[src/hw/cache_pkg.sv]
// cache package: request opcodes, controller states and default cache geometry
package cache_pkg;

	// request opcodes carried on the request channel
	typedef enum logic [1:0] {
		OP_READ       = 2'd0,
		OP_WRITE      = 2'd1,
		OP_INVALIDATE = 2'd2
	} cache_op_t;

	// request controller states
	typedef enum logic {
		ST_IDLE = 1'b0,
		ST_RESP = 1'b1
	} ctrl_state_t;

	// default geometry, 8 sets of 4 ways
	localparam int DEF_NUM_SETS  = 8;
	localparam int DEF_NUM_WAYS  = 4;
	localparam int DEF_TAG_BITS  = 8;
	localparam int DEF_DATA_BITS = 64;

endpackage

[src/hw/tag_cam.sv]
// tag CAM: matches one search tag against every valid way of a set
`timescale 1ns/1ps

module tag_cam #(
	parameter int NUM_WAYS = 4,
	parameter int TAG_BITS = 8
) (
	input  logic [TAG_BITS-1:0]                search_tag,
	input  logic [NUM_WAYS-1:0][TAG_BITS-1:0]  way_tags,
	input  logic [NUM_WAYS-1:0]                way_valid,
	output logic [NUM_WAYS-1:0]                hits
);

	// one comparator per way
	always_comb begin
		for (int i = 0; i < NUM_WAYS; i++) begin
			// stale tags of invalid ways never match
			hits[i] = way_valid[i] && (way_tags[i] == search_tag);
		end
	end

endmodule

[src/hw/way_alloc.sv]
// way allocator: lowest free way first, else the set's round-robin victim
`timescale 1ns/1ps

module way_alloc #(
	parameter int NUM_SETS = 8,
	parameter int NUM_WAYS = 4
) (
	input  logic                        clock,
	input  logic                        reset,
	input  logic [$clog2(NUM_SETS)-1:0] set_idx,
	input  logic [NUM_WAYS-1:0]         way_valid,
	input  logic                        evict,
	output logic [NUM_WAYS-1:0]         grant
);

	localparam int WAY_BITS = $clog2(NUM_WAYS);

	// one victim pointer per set
	logic [WAY_BITS-1:0] victim_ptr [NUM_SETS];
	logic                free_found;

	// priority select over the invalid ways
	always_comb begin
		grant = '0;
		free_found = 1'b0;
		for (int i = 0; i < NUM_WAYS; i++) begin
			if (!way_valid[i] && !free_found) begin
				grant[i] = 1'b1;
				free_found = 1'b1;
			end
		end
		// set is full, fall back to the victim
		if (!free_found) begin
			grant[victim_ptr[set_idx]] = 1'b1;
		end
	end

	// pointer moves only when a full set is evicted
	always_ff @(posedge clock) begin
		if (reset) begin
			for (int s = 0; s < NUM_SETS; s++) begin
				victim_ptr[s] <= '0;
			end
		end else if (evict) begin
			if (victim_ptr[set_idx] == WAY_BITS'(NUM_WAYS - 1)) begin
				victim_ptr[set_idx] <= '0;
			end else begin
				victim_ptr[set_idx] <= victim_ptr[set_idx] + 1'b1;
			end
		end
	end

endmodule

[src/hw/cache_mem.sv]
// cache storage: tag, valid and data arrays with combinational lookup and commit update
`timescale 1ns/1ps

module cache_mem import cache_pkg::*; #(
	parameter int NUM_SETS  = 8,
	parameter int NUM_WAYS  = 4,
	parameter int TAG_BITS  = 8,
	parameter int DATA_BITS = 64
) (
	input  logic                        clock,
	input  logic                        reset,
	input  cache_op_t                   lookup_op,
	input  logic [$clog2(NUM_SETS)-1:0] lookup_idx,
	input  logic [TAG_BITS-1:0]         lookup_tag,
	input  logic [DATA_BITS-1:0]        lookup_data,
	input  logic                        commit,
	output logic                        hit,
	output logic [DATA_BITS-1:0]        rd_data
);

	localparam int WAY_BITS = $clog2(NUM_WAYS);

	// storage
	logic [NUM_WAYS-1:0][TAG_BITS-1:0] tag_arr   [NUM_SETS];
	logic [NUM_WAYS-1:0]               valid_arr [NUM_SETS];
	logic [DATA_BITS-1:0]              data_arr  [NUM_SETS][NUM_WAYS];

	logic [NUM_WAYS-1:0][TAG_BITS-1:0] set_tags;
	logic [NUM_WAYS-1:0]               set_valid;
	logic [NUM_WAYS-1:0]               hits;
	logic [NUM_WAYS-1:0]               grant;
	logic [NUM_WAYS-1:0]               sel_vec;
	logic [WAY_BITS-1:0]               way_idx;
	logic                              any_hit;
	logic                              set_full;
	logic                              write_miss;
	logic                              evict;

	assign set_tags   = tag_arr[lookup_idx];
	assign set_valid  = valid_arr[lookup_idx];
	assign any_hit    = |hits;
	assign set_full   = &set_valid;
	assign write_miss = (lookup_op == OP_WRITE) && !any_hit;
	assign evict      = commit && write_miss && set_full;

	tag_cam #(
		.NUM_WAYS (NUM_WAYS),
		.TAG_BITS (TAG_BITS)
	) u_tag_cam (
		.search_tag (lookup_tag),
		.way_tags   (set_tags),
		.way_valid  (set_valid),
		.hits       (hits)
	);

	way_alloc #(
		.NUM_SETS (NUM_SETS),
		.NUM_WAYS (NUM_WAYS)
	) u_way_alloc (
		.clock     (clock),
		.reset     (reset),
		.set_idx   (lookup_idx),
		.way_valid (set_valid),
		.evict     (evict),
		.grant     (grant)
	);

	// a write miss takes the allocated way, everything else the matching one
	assign sel_vec = write_miss ? grant : hits;

	always_comb begin
		way_idx = '0;
		for (int i = 0; i < NUM_WAYS; i++) begin
			if (sel_vec[i]) begin
				way_idx = WAY_BITS'(i);
			end
		end
	end

	assign hit     = any_hit;
	assign rd_data = any_hit ? data_arr[lookup_idx][way_idx] : '0;

	// tags and valid bits
	always_ff @(posedge clock) begin
		if (reset) begin
			for (int s = 0; s < NUM_SETS; s++) begin
				tag_arr[s]   <= '0;
				valid_arr[s] <= '0;
			end
		end else if (commit) begin
			if (lookup_op == OP_WRITE) begin
				tag_arr[lookup_idx][way_idx]   <= lookup_tag;
				valid_arr[lookup_idx][way_idx] <= 1'b1;
			end else if (lookup_op == OP_INVALIDATE && any_hit) begin
				valid_arr[lookup_idx][way_idx] <= 1'b0;
			end
		end
	end

	// line data
	always_ff @(posedge clock) begin
		if (commit && lookup_op == OP_WRITE) begin
			data_arr[lookup_idx][way_idx] <= lookup_data;
		end
	end

	// a tag lives in at most one way of its set
	a_hits_onehot0: assert property (@(posedge clock) disable iff (reset)
		$onehot0(hits));

	// allocator must always find a way for a write miss
	a_write_miss_grant: assert property (@(posedge clock) disable iff (reset)
		commit && write_miss |-> $onehot(grant));

endmodule

[src/hw/cache_ctrl.sv]
// request controller: accepts one request, registers its response and holds it until taken
`timescale 1ns/1ps

module cache_ctrl import cache_pkg::*; #(
	parameter int NUM_SETS  = 8,
	parameter int TAG_BITS  = 8,
	parameter int DATA_BITS = 64
) (
	input  logic                        clock,
	input  logic                        reset,
	// request channel
	input  logic                        req_valid,
	input  cache_op_t                   req_op,
	input  logic [$clog2(NUM_SETS)-1:0] req_idx,
	input  logic [TAG_BITS-1:0]         req_tag,
	input  logic [DATA_BITS-1:0]        req_data,
	output logic                        req_ready,
	// response channel
	output logic                        resp_valid,
	output logic                        resp_hit,
	output logic [DATA_BITS-1:0]        resp_data,
	input  logic                        resp_ready,
	// cache storage side
	output cache_op_t                   lookup_op,
	output logic [$clog2(NUM_SETS)-1:0] lookup_idx,
	output logic [TAG_BITS-1:0]         lookup_tag,
	output logic [DATA_BITS-1:0]        lookup_data,
	output logic                        commit,
	input  logic                        hit,
	input  logic [DATA_BITS-1:0]        rd_data
);

	ctrl_state_t state;

	// lookup runs straight off the request inputs
	assign lookup_op   = req_op;
	assign lookup_idx  = req_idx;
	assign lookup_tag  = req_tag;
	assign lookup_data = req_data;

	assign req_ready  = (state == ST_IDLE);
	assign resp_valid = (state == ST_RESP);
	assign commit     = req_valid && req_ready;

	always_ff @(posedge clock) begin
		if (reset) begin
			state <= ST_IDLE;
		end else begin
			case (state)
				ST_IDLE: if (req_valid) state <= ST_RESP;
				ST_RESP: if (resp_ready) state <= ST_IDLE;
				default: state <= ST_IDLE;
			endcase
		end
	end

	// response payload, captured on the accept edge
	always_ff @(posedge clock) begin
		if (commit) begin
			resp_hit  <= hit;
			resp_data <= rd_data;
		end
	end

	// response is held steady under back-pressure
	a_resp_hold: assert property (@(posedge clock) disable iff (reset)
		resp_valid && !resp_ready |=> resp_valid && $stable(resp_hit) && $stable(resp_data));

endmodule

[src/hw/dcache_top.sv]
// data cache top: request controller in front of the set-associative storage
`timescale 1ns/1ps

module dcache_top import cache_pkg::*; #(
	parameter int NUM_SETS  = DEF_NUM_SETS,
	parameter int NUM_WAYS  = DEF_NUM_WAYS,
	parameter int TAG_BITS  = DEF_TAG_BITS,
	parameter int DATA_BITS = DEF_DATA_BITS
) (
	input  logic                        clock,
	input  logic                        reset,
	input  logic                        req_valid,
	input  cache_op_t                   req_op,
	input  logic [$clog2(NUM_SETS)-1:0] req_idx,
	input  logic [TAG_BITS-1:0]         req_tag,
	input  logic [DATA_BITS-1:0]        req_data,
	output logic                        req_ready,
	output logic                        resp_valid,
	output logic                        resp_hit,
	output logic [DATA_BITS-1:0]        resp_data,
	input  logic                        resp_ready
);

	cache_op_t                   lookup_op;
	logic [$clog2(NUM_SETS)-1:0] lookup_idx;
	logic [TAG_BITS-1:0]         lookup_tag;
	logic [DATA_BITS-1:0]        lookup_data;
	logic                        commit;
	logic                        hit;
	logic [DATA_BITS-1:0]        rd_data;

	cache_ctrl #(
		.NUM_SETS  (NUM_SETS),
		.TAG_BITS  (TAG_BITS),
		.DATA_BITS (DATA_BITS)
	) u_ctrl (
		.clock       (clock),
		.reset       (reset),
		.req_valid   (req_valid),
		.req_op      (req_op),
		.req_idx     (req_idx),
		.req_tag     (req_tag),
		.req_data    (req_data),
		.req_ready   (req_ready),
		.resp_valid  (resp_valid),
		.resp_hit    (resp_hit),
		.resp_data   (resp_data),
		.resp_ready  (resp_ready),
		.lookup_op   (lookup_op),
		.lookup_idx  (lookup_idx),
		.lookup_tag  (lookup_tag),
		.lookup_data (lookup_data),
		.commit      (commit),
		.hit         (hit),
		.rd_data     (rd_data)
	);

	cache_mem #(
		.NUM_SETS  (NUM_SETS),
		.NUM_WAYS  (NUM_WAYS),
		.TAG_BITS  (TAG_BITS),
		.DATA_BITS (DATA_BITS)
	) u_mem (
		.clock       (clock),
		.reset       (reset),
		.lookup_op   (lookup_op),
		.lookup_idx  (lookup_idx),
		.lookup_tag  (lookup_tag),
		.lookup_data (lookup_data),
		.commit      (commit),
		.hit         (hit),
		.rd_data     (rd_data)
	);

endmodule

[config.mk]
export PLATFORM = sky130hd
export DESIGN_NAME = dcache_top
export DESIGN_NICKNAME = d
export VERILOG_FILES = /design/src/hw/cache_pkg.sv /design/src/hw/tag_cam.sv /design/src/hw/way_alloc.sv /design/src/hw/cache_mem.sv /design/src/hw/cache_ctrl.sv /design/src/hw/dcache_top.sv
export SDC_FILE = /design/constraint.sdc
export NUM_CORES = 2
export LEC_CHECK = 0
export BUFFER_PORTS_ARGS = -buffer_cell sky130_fd_sc_hd__buf_2
export CAP_MARGIN = 20
export CORE_ASPECT_RATIO = 1.75
export CORE_UTILIZATION = 55
export DETAILED_ROUTE_END_ITERATION = 7
export PLACE_DENSITY = 0.75
export REMOVE_ABC_BUFFERS = 1
export SETUP_SLACK_MARGIN = 0.2
export SYNTH_ARGS = -nofsm -noshare
export SYNTH_HDL_FRONTEND = slang
export SYNTH_SLANG_ARGS = --single-unit
export TNS_END_PERCENT = 100
[constraint.sdc]
create_clock -name clock -period 10.5 [get_ports clock]
set_input_delay 1.575 -clock clock [delete_from_list [all_inputs] [get_ports clock]]
set_output_delay 1.575 -clock clock [all_outputs]
set_load 0.01 [all_outputs]
==> key figures <==
Run status
  – Outcome: complete, but fails checks
  – Failing checks: DRC

Setup path
  – CP endpoint kind: flop
  – Crit start category: input port
  – Crit Path Class: in -> reg
  – Critical R2R Launch: u_mem.tag_arr[3][16]
  – Crit-path most repeated cell: buf_4
  – FF-to-FF End: u_mem.data_arr[1][81]
  – CP required: 10940 ps
  – Critical-path maximum fanout: 43
  – Max incr delay on CP: 880 ps
  – Worst path slowest cell: nor2_4
  – FF-to-FF setup slack: 5300 ps
  – Crit path arrival time: 7420 ps
  – CP cell instances: buf_4 -> buf_4 -> nor2_1 -> buf_4 -> and2_4 -> a22oi_1 -> and4_1 -> inv_1 -> ha_1 -> nand2b_1 -> nor2_1 -> o21ai_0 -> nor3_1 -> o21ai_1 -> buf_4 -> or2_2 -> nor2_4 -> buf_4
  – Reg2Reg Depth: 11

Synth
  – Simple-gate share of the synthesized area: 4.59%
  – Cells after Synth: 5237
  – Avg Inst Size Synth: 17.5 um2
  – Top cells by area, synth: edfxtp_1 79%, a22oi_1 4.8%, mux2i_1 2.2%
  – Synth Flop Type: edfxtp_1
  – Post-Synth Adder-Cell Area: 0.0409%
  – Largest family of logic cells by synthesized area: compound AO/OA/AOI/OAI gates
  – Share of the synthesized area in the top cell type: 79.2%
  – Synth Register Bits: 2418
  – Synth cell types: 80
  – Register area share after synthesis: 79.2%
  – Multiplexer share of the synthesized area: 3.53%
  – Number of synthesized flops with an enable pin: 2417
  – Async SR Flop Fraction: 0%
  – Compound-Gate Fraction of Synth Area: 10.6%
  – Synth Cell Area: 91700 um2
  – Synth Warn #: 0
  – Area leader, netlist: edfxtp_1
  – Synth Area in XOR/XNOR: 0.229%

Worst hold path
  – Hold EP: u_ctrl.resp_valid
  – Hold Path Stages: 2
  – Worst Hold Launch: u_ctrl.resp_valid
  – Hold Crit Class: reg -> reg

STA
  – TNS Setup: 0 ps
  – Final Skew: 48.4 ps
  – Pins over their slew limit: 0
  – Final setup viols: 0
  – Highest Clock Rate: 143 MHz
  – RSZ-0062 raised after global routing: false
  – Max-slew headroom at the worst pin: 18.4%
  – Worst slew pin tran: 1220 ps
  – Worst setup margin: 3510 ps
  – Hold slack: 557 ps
  – Final min period: 6990 ps
  – Tcrit/Tclk final: 66.6%
  – Final Hold Vio Count: 0

Clocking
  – Post-CTS sizing: 0
  – Clk root buf: clkbuf_16
  – CTS tree: built
  – Reg clk slew, reported paths: 80 ps
  – Clk sink count: 2418
  – Worst-Skew Late Latency: 850 ps
  – Buffer count from post-CTS setup fixing: 0
  – CTS Hold Bufs: 0
  – H-Tree Depth: 4
  – Clk buf depth: 4
  – Cts bufs inserted: 201

Detailed routing
  – Vias: 53700
  – Antenna Nets Post-Route: 0
  – DRC viols: 1
  – Vias per cell: 7.00
  – First-pass DRT Iterations: 8
  – Initial DRC Count: 8302
  – WL per Instance: 34.0 um
  – Detailed Route WL: 261000 um

Floorplanning
  – Initial Utilization: 55.5%
  – Die width: 311 um
  – Row count: 197
  – Die Footprint: 168000 um2
  – Die Ht: 542 um
  – IO Pins: 148
  – Total core area: 165000 um2

Cells and area
  – Commonest non-fill, non-tap cell in the layout: edfxtp_1
  – Storage element area: 72600 um2
  – Area growth, synth to finish: 10.7%
  – Final core occ: 61.4%
  – Area of the multi-input gates: 17700 um2
  – Commonest non-fill, non-tap cells in the layout: 2417 x edfxtp_1, 591 x a22oi_1, 245 x nor2_1, 204 x clkbuf_16, 200 x mux2i_1
  – Final instance area: 101000 um2
  – Nets: 5415
  – Filler cells: 11300
  – Share of layout cells above drive strength 1: 13.2%

Placement
  – Count of input and output buffers: 147
  – Post-DP HPWL: 144000 um
  – DP Area: 95000 um2
  – Place WS: 2860 ps
  – GPL Wtd Cong: 0.903

Power
  – VDD IR-drop max: 150 uV
  – Leak pwr: 32.4 nW
  – Cell Pwr Density: 188 nW/um2

Global route
  – GRT Resource Usage Total: 30.4%
  – Remaining global-route overflow: 0
  – Antenna violations before repair: 18
  – Largest net degree at the start of global routing: 142
  – First-pass GRT wire length: 369000 um
  – Vias in the first global route: 52900

Run
  – Max-cap violations: 0
worst max-delay path: cells and delay by family:
| kind | cells | cell delay (ps) |
|---|---|---|
| simple gates | 8 | 2810 |
| compound gates | 3 | 440 |
| buf+inv | 6 | 2170 |
| fa+ha+maj | 1 | 300 |
metrics by stage:
stage	power, mW	cells
2_1_floorplan	11.3	4863
3_3_place_gp	11.8	7310
3_5_place_dp	11.8	7316
4_1_cts	19.1	7670
5_1_grt	19.5	7672
6_report	19.1	7679
how the worst max path moves through the flow:
| stage | to | startpoint | slack (ps) | cells past startpoint |
|---|---|---|---|---|
| after floorplan | u_mem.data_arr[6][128] | req_idx[2] | -11440 | 12 |
| after global placement | u_mem.data_arr[1][86] | req_idx[2] | 2880 | 18 |
| after detailed placement | u_mem.data_arr[1][90] | req_idx[2] | 2860 | 18 |
| after CTS | u_mem.data_arr[1][81] | req_idx[2] | 3700 | 18 |
| after global routing | u_mem.data_arr[1][81] | req_idx[2] | 3460 | 17 |
| final | u_mem.data_arr[1][81] | req_idx[2] | 3510 | 18 |
state kept, by name (all words and copies together) (netlist names):
name and flops:
u_mem.u_way_alloc.victim_ptr 16, u_mem.valid_arr 32, u_mem.data_arr 2048, u_ctrl.resp_valid 1, u_mem.tag_arr 256, u_ctrl.resp_hit 1
u_ctrl.resp_data 64
synthesized netlist by cell type (9+ instances only):
master,number
edfxtp_1,2417
a22oi_1,591
nor2_1,268
clkbuf_1,242
mux2i_1,200
a221oi_1,140
o21ai_0,124
nand2_1,108
a22o_1,101
and2_1,90
nand3_1,87
nand4_1,85
a21oi_1,82
buf_1,68
a222oi_1,61
buf_2,43
o21ai_1,43
mux4_2,41
nand2b_1,36
a21o_1,35
and3_1,32
mux2_2,28
nor3_1,28
a31oi_1,26
o21bai_1,26
a221o_1,22
inv_1,21
o22ai_1,19
xnor2_1,16
buf_4,13
nor2_2,11
nor4_2,11
nor2b_1,9
or3_1,9
where the power goes:
part           internal [mW]  switching, mW  leakage (nW)
logic                  0.250          0.650          7.08
clock network           4.17           3.34          3.16
registers               10.7         0.0348          22.2
cells by family (layout without fill, tap and decap cells):
family,Yosys count,in the layout
buffers and inverters,399,644
adders and majority gates,3,3
muxes,269,269
other,0,8
and+or+nand+nor,817,817
DFF,2418,2418
xor gates and xnor gates,24,24
AOI/OAI and AO/OA,1307,1307
per-layer routing:
metal,vias to the layer above,share of wire [%],track usage [%]
li1,21600,-,-
met1,27100,33,36.4
met2,4116,50,51.5
met3,897,10,5.24
met4,20,6.7,18.4
met5,-,0.048,0
area by class of cell:
class                           instances  share of cell area, %
Timing Repair Buffer                  265                   1.86
Sequential cell                      2418                   71.5
Antenna cell                            8                 0.0197
Inverter                               25                  0.127
Multi-Input combinational cell       2420                   17.4
Clock inverter                        119                   1.21
Tap cell                             2189                   2.70
Clock buffer                          235                   5.15
(Power assumes the default switching activity.)
